**config.mk**
```make
export PLATFORM = sky130hd
export DESIGN_NAME = conv_controller_top
export DESIGN_NICKNAME = d
export VERILOG_FILES = /design/src/source/conv_ctrl_pkg.sv /design/src/source/conv_controller_top.sv /design/src/source/conv_ctrl_fsm.sv /design/src/source/conv_loop_nest.sv /design/src/source/load_addr_counter.sv
export VERILOG_INCLUDE_DIRS = /design/src /design/src/source
export SDC_FILE = /design/constraint.sdc
export NUM_CORES = 1
export LEC_CHECK = 0
export BUFFER_PORTS_ARGS = -buffer_cell sky130_fd_sc_hd__buf_2
export CAP_MARGIN = 20
export CORE_MARGIN = 3
export CORE_UTILIZATION = 49
export DETAILED_ROUTE_END_ITERATION = 8
export GPL_ROUTABILITY_DRIVEN = 0
export PLACE_DENSITY = 0.68
export SYNTH_ARGS = -nofsm -noshare
export SYNTH_HDL_FRONTEND = slang
export SYNTH_SLANG_ARGS = --single-unit
```
**constraint.sdc**
```tcl
create_clock -name clk -period 2.77 [get_ports clk]
set_input_delay 0.1385 -clock clk [delete_from_list [all_inputs] [get_ports clk]]
set_output_delay 0.1385 -clock clk [all_outputs]
set_load 0.01 [all_outputs]
```
**src/source/conv_ctrl_consts.svh**
```systemverilog
`ifndef CONV_CTRL_CONSTS_SVH
`define CONV_CTRL_CONSTS_SVH

// feature map and kernel geometry
`define CONV_FM_WIDTH 32
`define CONV_FM_HEIGHT 4
`define CONV_IN_CHANNELS 2
`define CONV_OUT_CHANNELS 16
`define CONV_KERNEL 3

// pixels or channels per memory word
`define CONV_LANES 16
`define CONV_X_TILES ((`CONV_FM_WIDTH + `CONV_LANES - 1) / `CONV_LANES)
`define CONV_OUT_TILES ((`CONV_OUT_CHANNELS + `CONV_LANES - 1) / `CONV_LANES)

// words moved per load phase
`define CONV_WEIGHT_WORDS \
  (`CONV_KERNEL * `CONV_KERNEL * `CONV_IN_CHANNELS * `CONV_OUT_CHANNELS / `CONV_LANES)
`define CONV_ACT_WORDS (`CONV_FM_HEIGHT * `CONV_X_TILES * `CONV_IN_CHANNELS)
`define CONV_ACT_START 0

`define CONV_W_ADDR_WIDTH 12
`define CONV_ACT_ADDR_WIDTH 14

`endif
```
**src/source/conv_ctrl_pkg.sv**
```systemverilog
`default_nettype none

`include "conv_ctrl_consts.svh"

package conv_ctrl_pkg;

  // top level sequencing of one run
  typedef enum logic [1:0] {
    IDLE,
    LOAD_WEIGHTS,
    LOAD_ACTIVATIONS,
    COMPUTE
  } ctrl_state_t;

  typedef logic [`CONV_W_ADDR_WIDTH-1:0] w_addr_t;
  typedef logic [`CONV_ACT_ADDR_WIDTH-1:0] act_addr_t;

  typedef logic [7:0] loop_idx_t;
  // kernel tap position, fx and fy
  typedef logic [1:0] kernel_idx_t;

endpackage

`default_nettype wire

```
**src/source/conv_controller_top.sv**
```systemverilog
`timescale 1ns/1ps
`default_nettype none

`include "conv_ctrl_consts.svh"

module conv_controller_top (
  input  logic                       clk,
  input  logic                       arst_n_in,
  input  logic                       start,
  input  logic                       weights_valid,
  input  logic                       activations_valid,
  input  logic                       operand_ready,
  output logic                       running,
  output logic                       weights_ready,
  output logic                       activations_ready,
  output logic                       write_weights_memory_n,
  output conv_ctrl_pkg::w_addr_t     address_weights,
  output logic                       write_activations_memory_n,
  output conv_ctrl_pkg::act_addr_t   address_activations,
  output logic                       read_weights_memory_n,
  output logic                       mac_valid,
  output logic                       mac_accumulate,
  output conv_ctrl_pkg::kernel_idx_t fx,
  output conv_ctrl_pkg::kernel_idx_t fy
);

  logic step, padding_step, last_step;
  logic weight_clear, weight_enable, weight_at_wrap;
  logic act_clear, act_enable;

  conv_ctrl_fsm u_fsm (
    .clk                        (clk),
    .arst_n_in                  (arst_n_in),
    .start                      (start),
    .weights_valid              (weights_valid),
    .activations_valid          (activations_valid),
    .operand_ready              (operand_ready),
    .padding_step               (padding_step),
    .last_step                  (last_step),
    .weight_at_wrap             (weight_at_wrap),
    .activation_addr            (address_activations),
    .running                    (running),
    .weights_ready              (weights_ready),
    .activations_ready          (activations_ready),
    .write_weights_memory_n     (write_weights_memory_n),
    .write_activations_memory_n (write_activations_memory_n),
    .read_weights_memory_n      (read_weights_memory_n),
    .mac_valid                  (mac_valid),
    .step                       (step),
    .weight_clear               (weight_clear),
    .weight_enable              (weight_enable),
    .act_clear                  (act_clear),
    .act_enable                 (act_enable)
  );

  // nest restarts together with the weight counter
  conv_loop_nest u_loop_nest (
    .clk            (clk),
    .arst_n_in      (arst_n_in),
    .clear          (weight_clear),
    .step           (step),
    .fx             (fx),
    .fy             (fy),
    .mac_accumulate (mac_accumulate),
    .padding_step   (padding_step),
    .last_step      (last_step)
  );

  // one output pixel worth of weights per wrap
  load_addr_counter #(
    .addr_t    (conv_ctrl_pkg::w_addr_t),
    .LAST_ADDR (conv_ctrl_pkg::w_addr_t'(`CONV_WEIGHT_WORDS - 1))
  ) u_weight_counter (
    .clk         (clk),
    .arst_n_in   (arst_n_in),
    .clear       (weight_clear),
    .enable      (weight_enable),
    .clear_value (conv_ctrl_pkg::w_addr_t'(0)),
    .addr        (address_weights),
    .at_wrap     (weight_at_wrap)
  );

  // wraps at the top of the activation memory
  load_addr_counter #(
    .addr_t    (conv_ctrl_pkg::act_addr_t),
    .LAST_ADDR (conv_ctrl_pkg::act_addr_t'((1 << `CONV_ACT_ADDR_WIDTH) - 1))
  ) u_act_counter (
    .clk         (clk),
    .arst_n_in   (arst_n_in),
    .clear       (act_clear),
    .enable      (act_enable),
    .clear_value (conv_ctrl_pkg::act_addr_t'(`CONV_ACT_START)),
    .addr        (address_activations),
    .at_wrap     ()
  );

endmodule

`default_nettype wire

```
**src/source/conv_ctrl_fsm.sv**
```systemverilog
`timescale 1ns/1ps
`default_nettype none

`include "conv_ctrl_consts.svh"

module conv_ctrl_fsm (
  input  logic                     clk,
  input  logic                     arst_n_in,
  input  logic                     start,
  input  logic                     weights_valid,
  input  logic                     activations_valid,
  input  logic                     operand_ready,
  input  logic                     padding_step,
  input  logic                     last_step,
  input  logic                     weight_at_wrap,
  input  conv_ctrl_pkg::act_addr_t activation_addr,
  output logic                     running,
  output logic                     weights_ready,
  output logic                     activations_ready,
  output logic                     write_weights_memory_n,
  output logic                     write_activations_memory_n,
  output logic                     read_weights_memory_n,
  output logic                     mac_valid,
  output logic                     step,
  output logic                     weight_clear,
  output logic                     weight_enable,
  output logic                     act_clear,
  output logic                     act_enable
);

  // address of the final activation word of a load
  localparam conv_ctrl_pkg::act_addr_t ACT_LAST =
    conv_ctrl_pkg::act_addr_t'(`CONV_ACT_START + `CONV_ACT_WORDS - 1);

  conv_ctrl_pkg::ctrl_state_t state;
  conv_ctrl_pkg::ctrl_state_t next_state;

  always_ff @(posedge clk or negedge arst_n_in) begin
    if (!arst_n_in) begin
      state <= conv_ctrl_pkg::IDLE;
    end else begin
      state <= next_state;
    end
  end

  always_comb begin
    next_state                 = state;
    running                    = 1'b1;
    weights_ready              = 1'b0;
    activations_ready          = 1'b0;
    write_weights_memory_n     = 1'b1;
    write_activations_memory_n = 1'b1;
    read_weights_memory_n      = 1'b1;
    mac_valid                  = 1'b0;
    step                       = 1'b0;
    weight_clear               = 1'b0;
    weight_enable              = 1'b0;
    act_clear                  = 1'b0;
    act_enable                 = 1'b0;

    case (state)
      conv_ctrl_pkg::IDLE: begin
        running      = 1'b0;
        // counters and loop nest held at their start values
        weight_clear = 1'b1;
        act_clear    = 1'b1;
        if (start) begin
          next_state = conv_ctrl_pkg::LOAD_WEIGHTS;
        end
      end

      conv_ctrl_pkg::LOAD_WEIGHTS: begin
        weights_ready          = 1'b1;
        write_weights_memory_n = !weights_valid;
        weight_enable          = weights_valid;
        if (weights_valid && weight_at_wrap) begin
          next_state = conv_ctrl_pkg::LOAD_ACTIVATIONS;
        end
      end

      conv_ctrl_pkg::LOAD_ACTIVATIONS: begin
        activations_ready          = 1'b1;
        write_activations_memory_n = !activations_valid;
        act_enable                 = activations_valid;
        if (activations_valid && activation_addr == ACT_LAST) begin
          next_state = conv_ctrl_pkg::COMPUTE;
        end
      end

      conv_ctrl_pkg::COMPUTE: begin
        // padding steps never wait for the decoder
        step                  = padding_step || operand_ready;
        mac_valid             = operand_ready && !padding_step;
        read_weights_memory_n = !mac_valid;
        weight_enable         = step;
        if (step && last_step) begin
          next_state = conv_ctrl_pkg::IDLE;
        end
      end

      default: begin
        next_state = conv_ctrl_pkg::IDLE;
      end
    endcase
  end

  assert property (@(posedge clk) disable iff (!arst_n_in)
    !(weights_ready && activations_ready))
  else $error("both load handshakes open at once");

  assert property (@(posedge clk) disable iff (!arst_n_in)
    mac_valid |-> operand_ready)
  else $error("MAC issued without operands");

endmodule

`default_nettype wire

```
**src/source/conv_loop_nest.sv**
```systemverilog
`timescale 1ns/1ps
`default_nettype none

`include "conv_ctrl_consts.svh"

module conv_loop_nest (
  input  logic                       clk,
  input  logic                       arst_n_in,
  input  logic                       clear,
  input  logic                       step,
  output conv_ctrl_pkg::kernel_idx_t fx,
  output conv_ctrl_pkg::kernel_idx_t fy,
  output logic                       mac_accumulate,
  output logic                       padding_step,
  output logic                       last_step
);

  localparam conv_ctrl_pkg::loop_idx_t Y_LAST =
    conv_ctrl_pkg::loop_idx_t'(`CONV_FM_HEIGHT - 1);
  localparam conv_ctrl_pkg::loop_idx_t X_LAST =
    conv_ctrl_pkg::loop_idx_t'(`CONV_X_TILES - 1);
  localparam conv_ctrl_pkg::loop_idx_t CH_OUT_LAST =
    conv_ctrl_pkg::loop_idx_t'(`CONV_OUT_TILES - 1);
  localparam conv_ctrl_pkg::loop_idx_t CH_IN_LAST =
    conv_ctrl_pkg::loop_idx_t'(`CONV_IN_CHANNELS - 1);
  localparam conv_ctrl_pkg::loop_idx_t K_LAST =
    conv_ctrl_pkg::loop_idx_t'(`CONV_KERNEL - 1);

  conv_ctrl_pkg::loop_idx_t y, x, ch_out, ch_in, k_v, k_h;

  logic last_y, last_x, last_ch_out, last_ch_in, last_k_v, last_k_h;
  logic carry_k_v, carry_ch_in, carry_ch_out, carry_x, carry_y;

  assign last_y      = (y == Y_LAST);
  assign last_x      = (x == X_LAST);
  assign last_ch_out = (ch_out == CH_OUT_LAST);
  assign last_ch_in  = (ch_in == CH_IN_LAST);
  assign last_k_v    = (k_v == K_LAST);
  assign last_k_h    = (k_h == K_LAST);

  // a counter moves when every inner counter sits at its last value
  assign carry_k_v    = last_k_h;
  assign carry_ch_in  = carry_k_v && last_k_v;
  assign carry_ch_out = carry_ch_in && last_ch_in;
  assign carry_x      = carry_ch_out && last_ch_out;
  assign carry_y      = carry_x && last_x;

  always_ff @(posedge clk or negedge arst_n_in) begin
    if (!arst_n_in) begin
      {y, x, ch_out, ch_in, k_v, k_h} <= '0;
    end else if (clear) begin
      {y, x, ch_out, ch_in, k_v, k_h} <= '0;
    end else if (step) begin
      k_h <= last_k_h ? '0 : k_h + 1'b1;
      if (carry_k_v) begin
        k_v <= last_k_v ? '0 : k_v + 1'b1;
      end
      if (carry_ch_in) begin
        ch_in <= last_ch_in ? '0 : ch_in + 1'b1;
      end
      if (carry_ch_out) begin
        ch_out <= last_ch_out ? '0 : ch_out + 1'b1;
      end
      if (carry_x) begin
        x <= last_x ? '0 : x + 1'b1;
      end
      if (carry_y) begin
        y <= last_y ? '0 : y + 1'b1;
      end
    end
  end

  assign fx = conv_ctrl_pkg::kernel_idx_t'(k_h);
  assign fy = conv_ctrl_pkg::kernel_idx_t'(k_v);

  // kernel rows above the first and below the last image row
  assign padding_step = (y == '0 && k_v == '0) || (last_y && last_k_v);

  // new sum at the first tap; on the top row the first tap is padding
  assign mac_accumulate = !((ch_in == '0 && k_v == '0 && k_h == '0) ||
                            (y == '0 && ch_in == '0 && k_v == 8'd1 && k_h == '0));

  assign last_step = carry_y && last_y;

  assert property (@(posedge clk) disable iff (!arst_n_in)
    (y <= Y_LAST) && (x <= X_LAST) && (ch_out <= CH_OUT_LAST) &&
    (ch_in <= CH_IN_LAST) && (k_v <= K_LAST) && (k_h <= K_LAST))
  else $error("loop counter beyond its bound");

endmodule

`default_nettype wire

```
**src/source/load_addr_counter.sv**
```systemverilog
`timescale 1ns/1ps
`default_nettype none

module load_addr_counter #(
  parameter type addr_t = logic [7:0],
  parameter addr_t LAST_ADDR = '1
) (
  input  logic  clk,
  input  logic  arst_n_in,
  input  logic  clear,
  input  logic  enable,
  input  addr_t clear_value,
  output addr_t addr,
  output logic  at_wrap
);

  always_ff @(posedge clk or negedge arst_n_in) begin
    if (!arst_n_in) begin
      addr <= '0;
    end else if (clear) begin
      addr <= clear_value;
    end else if (enable) begin
      // back to zero once the last address is written
      if (addr == LAST_ADDR) begin
        addr <= '0;
      end else begin
        addr <= addr_t'(addr + 1'b1);
      end
    end
  end

  assign at_wrap = (addr == LAST_ADDR);

  // the sequencer only clears while idle and only counts while busy
  assert property (@(posedge clk) disable iff (!arst_n_in)
    !(clear && enable))
  else $error("address counter cleared and enabled in the same cycle");

endmodule

`default_nettype wire

```
==> results of run 1 <==
-- power groups by stage --
stage	clock network [W]	registers, W	logic [W]
final	0.000875	0.00120	0.000163
after global routing	0.000942	0.00121	0.000188
after CTS	0.000901	0.00120	0.000167
after detailed placement	0	0.00122	0.000165
after global placement	0	0.00122	0.000163
after floorplan	0	0.00123	0.0000716
-- kinds of logic (layout without fill, tap and decap cells) --
group,Yosys count,in the layout
flip-flops,76,76
AND/OR/NAND/NOR,243,243
XOR/XNOR,13,13
buffers and inverters,45,98
adder cells (fa/ha/maj),23,23
multiplexers,3,3
AO/OA/AOI/OAI,120,120
-- registers in the layout, indices dropped and copies added, names as in the netlist --
name	cells
u_loop_nest.ch_in	8
u_loop_nest.x	8
u_loop_nest.k_h	8
u_fsm.state	2
u_loop_nest.y	8
u_weight_counter.addr	12
u_act_counter.addr	14
u_loop_nest.k_v	8
u_loop_nest.ch_out	8
-- metal layers --
| layer | track usage, % | vias up |
|---|---|---|
| li1 | - | 1982 |
| met1 | 29.6 | 1918 |
| met3 | 3.28 | 14 |
| met5 | 0 | - |
| met2 | 32.8 | 71 |
| met4 | 7.67 | 0 |
-- worst max-delay path, delay by kind of cell (launching register included) --
family / cells / cell delay [ns]
simple gates: 4 / 1.80
flops: 1 / 0.44
compound gates: 2 / 0.22
-- worst max-delay path by stage --
stage | endpoint | start | cells past startpoint | slack (ns)
5_1_grt | u_loop_nest.y[7] | u_loop_nest.ch_out[0] | 8 | 0.01
2_1_floorplan | u_loop_nest.y[7] | u_loop_nest.x[1] | 9 | 0.32
3_3_place_gp | u_loop_nest.y[7] | u_loop_nest.k_v[5] | 6 | 0.25
6_report | u_loop_nest.y[7] | u_loop_nest.k_v[5] | 6 | 0.25
3_5_place_dp | u_loop_nest.y[5] | u_loop_nest.k_v[5] | 6 | 0.17
4_1_cts | u_loop_nest.y[5] | u_loop_nest.k_v[5] | 6 | 0.15
-- placed cells by master, fill, tap and decap left out, types with 2 or more instances in the layout --
master / synthesis / final
dfrtp_1: 76 / 76
nor2_1: 58 / 58
o21ai_0: 52 / 52
nand2_1: 47 / 47
buf_2: 2 / 42
nand3_1: 35 / 35
ha_1: 23 / 23
inv_1: 22 / 22
a21oi_1: 21 / 21
o31ai_1: 18 / 18
buf_4: 4 / 17
and3_1: 13 / 13
nor4_1: 13 / 11
clkbuf_8: 1 / 11
nand4_1: 10 / 10
nor3_1: 9 / 9
nand2b_1: 8 / 8
nand3b_1: 7 / 7
xor2_1: 7 / 7
or3_1: 7 / 7
or4_1: 6 / 6
a31oi_1: 6 / 6
xnor2_1: 6 / 6
or2_2: 5 / 5
and3_2: 5 / 5
and4_1: 4 / 4
a21boi_0: 4 / 4
nor4b_1: 3 / 3
and2_1: 3 / 3
o211ai_1: 3 / 3
nor4_2: 0 / 2
a22o_1: 2 / 2
or3_2: 2 / 2
a31o_2: 2 / 2
mux2i_1: 2 / 2
clkinv_2: 0 / 2
-- through the flow --
stage	worst slack (ns)	std cells	utilization (%)	hold WS, ns
floorplan	0.321	523	-	-0.157
global placement	0.249	667	55.3	0.357
detailed placement	0.172	667	55.3	0.363
CTS	0.147	684	57.7	0.170
global route	0.00967	684	57.9	0.202
finish	0.246	684	57.9	0.178
-- layout make-up --
type | instances | area, µm²
well taps | 108 | 135
repair buffers | 60 | 348
inverters | 22 | 82.6
flip-flops and latches | 76 | 1900
clock buffers | 12 | 155
clock inverters | 4 | 47.5
multi-input cells | 402 | 2450
fillers | 783 | 3730
-- repair_timing --
action / CTS / global route
endpoints found under the hold margin: 76 / 0
endpoints found under the setup margin: 0 / 5
resized for setup: 0 / 2
hold buffers: 1 / 0
==> impl_results.md, run 1 <==
- Status: completed
- Gr usage total: between 20% and 30%
- Adder-cell share of the synthesized area: 6.34%
- CTS Buffer Depth: 2
- R2R Setup Slk: approximately 0.25 ns
- Input/output buffers: 43
- Yosys Warn Count: 0
- Number of synthesized register bits: 76
- Syn Nets: 552
- Hold Path Sink: u_act_counter.addr[4]
- Die X: slightly above 100 µm
- Die area: between 10,000 and 15,000 µm²
- Startpoint types: register
- Cell Area, Synth: 4540 µm²
- Post-synthesis xor/xnor area fraction: under 10%
- Area grow syn2layout: 12.8%
- Hold Violations, Final: 0
- Initial core utilization: around half
- Avg Inst Size Synth: ~8.7 µm²
- Num CTS Buffers: 9
- WL/cell: approximately 15 µm
- Yosys top cell area share: a little over two fifths
- Dominant synthesized flop cell: dfrtp_1
- Htree depth: 3
- Register area share after synthesis: between 40% and 50%
- DRC: 0
- Worst path slowest cell: or3_1
- Crit share post-route: between 90% and 100%
- Post-synth top cells: dfrtp_1 (76), nor2_1 (58), o21ai_0 (52), nand2_1 (47), nand3_1 (35)
- Iteration count of the initial detailed-routing pass: 4
- Die Ht: about 100 µm
- Initial antenna violation count: 0
- Final setup vio count: 0
- Leakage: roughly 2.3 nW
- Largest net degree at the start of global routing: between 70 and 80
- Synth Area in Compound Gates: between 10% and 20%
- Pwr Total: roughly 0.0022 W
- Cells after Synth: ~520
- Clk_skew: 0.00733 ns
- Worst Tran Pin Value: ~0.96 ns
- Layout cells sized above 1: between 10% and 20%
- Met2 wire length: 4710 µm
- DRT met1 WL: slightly below 5000 µm
- CP Class: register to register
- Clk sink count: 76
- Total grt overflow: 0
- Max Cap Viol: 0
- Peak VDD IR: 246 µV
- Post-synthesis mux area share: less than 1%
- Vias: roughly 4,000
- Drt initial violations: around 240
- Placeable Area: around 8800 µm²
- Final ANT Viol Nets: 0
- CTS tree: done
- Source of the worst register-to-register timing path: u_loop_nest.k_v[5]
- Count of cell types in the netlist: between 50 and 60
- Final Cell Area: between 5000 and 6000 µm²
- Final slew viol count: 0
- Min-delay src: activations_valid
- Clk pin slew, worst setup/hold paths: 0.08 ns
- Final WL: 10,100 µm
- CP Cell Sequence: nor4_2 > and4_2 > o21ai_2 > or3_1 > or4_1 > o21ai_0
- Post-CTS Setup Repair Bufs: 0
- Clock share of power: about two fifths
- Worst path max stage delay: 0.53 ns
- Clock latency reported for the late side of the worst-skew pair: 0.35 ns
- Psw: roughly 0.00057 W
- HPWL after DPL: about 7100 µm
- Flop pwr share: approximately 54%
- R2R depth: 6
- I/O pin cnt: 44
- Rows: 34
- Final setup TNS: 0 ns
- Top Metal Used: met4
- Switching Share: 25.3%
- Largest family of logic cells by synthesized area: simple AND/OR/NAND/NOR gates
- First-pass GRT wire length: 17,800 µm
- Power Dens Cells: 437 nW/µm²
- Post-synth EDFFs: 0
- Leading area contributor after synthesis: dfrtp_1
- Internal: between 0.0015 and 0.002 W
- Diodes inserted: 0
- Post-route minimum period: 2.52 ns
- Vias in the first global route: between 3,000 and 4,000
- Peak Freq: slightly below 400 MHz
- Critical Path AT: between 2 and 3 ns
- Crit Path Max Fanout: 10
- WL met3: ~370 µm
- Post-synthesis async set-or-reset flop share: 100%
- Combinational group share of total power: ~7.3%
- Setup crit end kind: register
- Required time of the critical path: approximately 3.0 ns
- HP Class: input pin to register
- Count leader, synth: dfrtp_1
- Placed inst area: slightly below 5000 µm²
- WHS Path Cells: 4
- Top cells by area, synth: dfrtp_1 (42%), ha_1 (6.3%), o21ai_0 (5.7%)
- Total Nets Final: 600
- RSZ-0062 raised after global routing: false
- Vias per cell: ~5.8
- Clk root buf: clkbuf_8
- Simple-gate share of the synthesized area: 28.1%
- R2R Path End: u_loop_nest.y[7]
- Slew HR: between 30 and 40%
Note: power is estimated with default switching activity, not from simulation.
==> run 2: changes to the inputs <==
BUFFER_PORTS_ARGS = default   (was -buffer_cell sky130_fd_sc_hd__buf_2)
CELL_PAD_IN_SITES_DETAIL_PLACEMENT = 1   (was default)
CELL_PAD_IN_SITES_GLOBAL_PLACEMENT = 1   (was default)
DONT_BUFFER_PORTS = 1   (was default)
PLACE_DENSITY = default   (was 0.68)
PLACE_DENSITY_LB_ADDON = 0.1   (was default)
==> run 2 against run 1 <==
Die area stayed put. Sequential share of layout area is 1.1 points higher. Worst hold slack worse by 0.14 ns. First-iteration DRC count is 50% lower. Clock skew hardly changed. Clock power is 10% higher. Routed wire length is 19% higher. Combinational power is 29% lower. Final area is 3.0% lower. Sequential cell count stayed put. Sequential power hardly changed. Cell count is 5.7% lower. Critical path type unchanged. Critical endpoint unchanged. Largest power group unchanged.
==> impl_results.md, run 2 (synthesis results as in run 1) <==
- Status: completed
- Hold Path Sink: u_act_counter.addr[4]
- Area grow syn2layout: 9.51%
- Place WS: ~0.08 ns
- Most frequent cells in the layout: dfrtp_1 (76), nor2_1 (58), o21ai_0 (52)
- Final slew viol count: 0
- RSZ-0062 raised after global routing: false
- Diodes inserted: 0
- Final ANT Viol Nets: 0
- Required time of the critical path: slightly above 3 ns
- CP Class: register to register
- Commonest non-fill, non-tap cell in the layout: dfrtp_1
- Fillers: around 1,100
- Biggest regs: u_act_counter.addr: 14 flops, u_weight_counter.addr: 12 flops
- Peak Freq: 379 MHz
- R2R depth: 6
- Crit Path Max Fanout: 8
- Crit share post-route: 95.3%
- Rows: 34
- Die X: ~100 µm
- HPWL after DPL: around 8500 µm
- WHS Path Cells: 3
- Clk root buf: clkbuf_8
- First-pass GRT wire length: 20,900 µm
- CP Cell Sequence: nor4_1 > and3_2 > nand3_1 > or3_1 > or4_1 > o21ai_0
- Hold Violations, Final: 0
- Clk sink count: 76
- Peak VDD IR: 369 µV
- Min-delay src: activations_valid
- Final setup vio count: 0
- Vias per cell: about 6.2
- Clock latency reported for the late side of the worst-skew pair: 0.35 ns
- I/O pin cnt: 44
- R2R Setup Slk: roughly 0.13 ns
- Initial core utilization: 51.3%
- Delay-heaviest family, CP: simple AND/OR/NAND/NOR gates
- HP Class: input pin to register
- WL/cell: about 19 µm
- Source of the worst register-to-register timing path: u_loop_nest.ch_in[4]
- Setup WS post-layout: roughly 0.13 ns
- DRC: 0
- CP bufs+invs: 0
- Vias in the first global route: 4,160
- Worst path max stage delay: 0.55 ns
- Critical Path AT: roughly 2.9 ns
- Power Dens Cells: roughly 460 nW/µm²
- Placeable Area: ~8800 µm²
- Worst Tran Pin Value: between 0.6 and 0.7 ns
- Vias: just under 4,000
- Layout cells sized above 1: between 10 and 15%
- Gr usage total: roughly 25%
- Top reg by flops: u_act_counter.addr
- Die area: roughly 10,000 µm²
- Leakage: approximately 2.1 nW
- Drt initial violations: 117
- Input/output buffers: 0
- Max Cap Viol: 0
- Final setup TNS: 0 ns
- Initial antenna violation count: 0
- Setup crit end kind: register
- CTS Buffer Depth: 2
- Final WL: around 12,000 µm
- Final core utilization: a little under three fifths
- Iteration count of the initial detailed-routing pass: 4
- Post-CTS Setup Repair Bufs: 0
- Worst path slowest cell: or4_1
- Post-route minimum period: 2.64 ns
- Die Ht: 102 µm
- Total grt overflow: 0
- Largest register FFs: 14
- Largest net degree at the start of global routing: 77
- Num CTS Buffers: 9
- Total Nets Final: roughly 560
- R2R Path End: u_loop_nest.y[7]
- Clk_skew: ~0.0078 ns
- CTS tree: done
- Clk pin slew, worst setup/hold paths: around 0.08 ns
- Slew HR: between 50% and 60%
- Startpoint types: register
- Pwr Total: 0.00231 W
- Htree depth: 3
-- run 2: what timing repair did --
| action | in CTS | in global routing |
|---|---|---|
| endpoints found under the hold margin | 76 | 0 |
| gates resized for setup | 0 | 1 |
| endpoints found under the setup margin | 0 | 8 |
| hold buffers | 2 | 0 |
-- run 2: worst max-delay path by stage --
stage	startpoint	end	depth (start not counted)
detailed placement	u_loop_nest.k_v[5]	u_loop_nest.y[7]	6
global placement	u_loop_nest.k_v[5]	u_loop_nest.y[7]	6
CTS	u_loop_nest.k_v[5]	u_loop_nest.y[7]	6
global route	u_loop_nest.ch_in[4]	u_loop_nest.y[7]	6
finish	u_loop_nest.ch_in[4]	u_loop_nest.y[7]	6
floorplan	u_loop_nest.x[1]	u_loop_nest.y[7]	9
-- run 2: metrics by stage --
step                      hold slack [ns]  area (µm²)  cells
final                              0.0393        4970    645
after global routing               0.0698        4970    645
after CTS                          0.0303        4960    645
after detailed placement           -0.155        4700    627
after global placement             -0.155        4700    627
after floorplan                    -0.157        4540    523
-- run 2: per-layer routing --
layer | vias up | track usage, % | wire, µm
met3 | 14 | 5.05 | 520
met5 | - | 0 | 0
met4 | 0 | 8.48 | 169
met2 | 65 | 41.5 | 5810
li1 | 1908 | - | -
met1 | 1987 | 32.6 | 5490
-- run 2: cell type report --
class / count / area, µm² / area share (%)
inverter: 22 / 82.6 / 1.66
timing repair buffer: 21 / 180 / 3.62
clock buffer: 10 / 138 / 2.77
multi-input combinational: 402 / 2450 / 49.2
clock inverter: 6 / 87.6 / 1.76
tap: 108 / 135 / 2.72
sequential: 76 / 1900 / 38.3
-- run 2: tightest hold or removal path: cells and delay by family --
family / cells / cell delay [ns]
XOR/XNOR: 1 / 0.07
AND/OR/NAND/NOR: 2 / 0.14
-- run 2: report_power, final --
part	internal, W	leakage, nW	switching [W]	total (W)
logic	0.0000462	1.00	0.0000685	0.000115
registers	0.00114	1.03	0.0000830	0.00122
clock network	0.000530	0.105	0.000435	0.000966
total	0.00172	2.13	0.000587	0.00231
==> run 3: changes to the inputs <==
clock period = 2.92 ns   (was 2.77 ns; I/O delays follow)
==> run 3 against run 2 <==
Total power shrank 1.0%. Sequential power shrank 5%. First-iteration DRC count grew 44%. Combinational power shrank 3%. Sequential share of layout area grew 0.16 points. Non-clock buffer count shrank 6.
==> impl_results.md, run 3 (synthesis results as in run 1) <==
- Worst Tran Pin Value: around 0.73 ns
- Clk_skew: about 0.012 ns
- Htree depth: 3
- Critical Path AT: approximately 2.9 ns
- Source of the worst register-to-register timing path: u_loop_nest.k_v[5]
- Delay-heaviest family, CP: simple AND/OR/NAND/NOR gates
- Die Ht: ~100 µm
- Final setup TNS: 0 ns
- Clk pin slew, worst setup/hold paths: roughly 0.08 ns
- Required time of the critical path: ~3.2 ns
- Largest register FFs: 14
- R2R Path End: u_weight_counter.addr[5]
- R2R Setup Slk: between 0.2 and 0.3 ns
- CP Cell Sequence: nor4_1 > and4_2 > o21a_1 > o22ai_1 > nand2b_1 > o41ai_1
- Drt initial violations: about 170
- Peak VDD IR: between 300 and 400 µV
- Layout cells sized above 1: under 10%
- RSZ-0062 raised after global routing: false
- Worst path slowest cell: nor4_1
- Setup crit end kind: register
- Slew HR: around half
- Hold Path Sink: u_act_counter.addr[4]
- I/O pin cnt: between 40 and 50
- Vias: 3,977
- Fin Hold WS: between 0.06 and 0.07 ns
- Final non-filler cell total: 639
- Max Cap Viol: 0
- Top reg by flops: u_act_counter.addr
- Post-route minimum period: between 2 and 3 ns
- Final core utilization: between 50% and 60%
- Biggest regs: u_act_counter.addr: 14 flops, u_weight_counter.addr: 12 flops
- Clk sink count: 76
- Gr usage total: between 20 and 25%
- Power Dens Cells: between 400 and 500 nW/µm²
- WL/cell: around 19 µm
- Final ANT Viol Nets: 0
- CP bufs+invs: 0
- Leakage: approximately 2.1 nW
- Most frequent cells in the layout: dfrtp_1 (76), nor2_1 (58), o21ai_0 (52)
- Final slew viol count: 0
- First-pass GRT wire length: 20,800 µm
- Clock latency reported for the late side of the worst-skew pair: around 0.36 ns
- Final WL: ~12,000 µm
- Initial core utilization: ~51%
- Area grow syn2layout: 9.04%
- Diodes inserted: 0
- Total Nets Final: 555
- DRC: 0
- Largest net degree at the start of global routing: 77
- Initial antenna violation count: 0
- Placed cells: 621
- Rows: 34
- Commonest non-fill, non-tap cell in the layout: dfrtp_1
- CTS tree: done
- Worst path max stage delay: around 0.48 ns
- Clk root buf: clkbuf_8
- WHS Path Cells: 3
- Vias in the first global route: between 4,000 and 5,000
- Fillers: about 1,100
- R2R depth: 6
- Min-delay src: activations_valid
- Die area: between 10,000 and 15,000 µm²
- HP Class: input pin to register
- Post-CTS Setup Repair Bufs: 0
- Startpoint types: register
- HPWL after DPL: about 8400 µm
- Hold Violations, Final: 0
- Status: completed
- Pwr Total: 0.00228 W
- Num CTS Buffers: 9
- Final setup vio count: 0
- Crit share post-route: between 90% and 100%
- Vias per cell: 6.22
- Input/output buffers: 0
- CP Class: register to register
- Total grt overflow: 0
- Placeable Area: approximately 8800 µm²
- Die X: roughly 100 µm
- Peak Freq: 375 MHz
- Crit Path Max Fanout: 10
- Iteration count of the initial detailed-routing pass: 5
- CTS Buffer Depth: 2
[run 3: how the worst max path moves through the flow]
| stage | startpoint | end | depth (start not counted) |
|---|---|---|---|
| 2_1_floorplan | u_loop_nest.x[1] | u_loop_nest.y[7] | 9 |
| 3_3_place_gp | u_loop_nest.k_v[5] | u_loop_nest.x[6] | 7 |
| 3_5_place_dp | u_loop_nest.k_v[5] | u_loop_nest.x[6] | 7 |
| 4_1_cts | u_loop_nest.k_v[4] | u_loop_nest.x[2] | 7 |
| 5_1_grt | u_loop_nest.y[4] | u_weight_counter.addr[5] | 6 |
| 6_report | u_loop_nest.k_v[5] | u_weight_counter.addr[5] | 6 |
[run 3: worst min-delay path: stages]
cell     delay, ns
nand3_1       0.08
xor2_1        0.07
nor2_1        0.09
[run 3: area by class of cell]
class	instances	area, µm²	share of cell area [%]
clock buffers	11	141	2.86
flip-flops and latches	76	1900	38.4
multi-input cells	402	2450	49.4
inverters	22	82.6	1.67
well taps	108	135	2.73
clock inverters	5	108	2.17
repair buffers	15	135	2.73
[run 3: repair_timing]
| action | CTS | global route |
|---|---|---|
| endpoints found under the hold margin | 76 | 0 |
| gates resized for setup | 0 | 1 |
| setup endpoints to repair | 0 | 1 |
| hold buffers | 2 | 0 |
[run 3: report_power, final]
part	leakage, nW	total, W	internal [W]	switching (W)
Combinational	0.970	0.000111	0.0000440	0.0000671
Clock	0.124	0.00101	0.000596	0.000411
Sequential	1.03	0.00116	0.00108	0.0000790
Total	2.12	0.00228	0.00172	0.000557
[run 3: metal layers]
layer / vias up / GRT usage, % / wire, µm
li1: 1896 / - / -
met1: 2002 / 31.9 / 5580
met2: 69 / 42.5 / 5880
met3: 10 / 5.32 / 449
met4: 0 / 5.95 / 112
met5: - / 0 / 0
[run 3: stage by stage]
step | area, µm² | worst slack, ns
after floorplan | 4540 | 0.471
after global placement | 4660 | 0.347
after detailed placement | 4660 | 0.230
after CTS | 4940 | 0.186
after global routing | 4950 | 0.0721
final | 4950 | 0.251
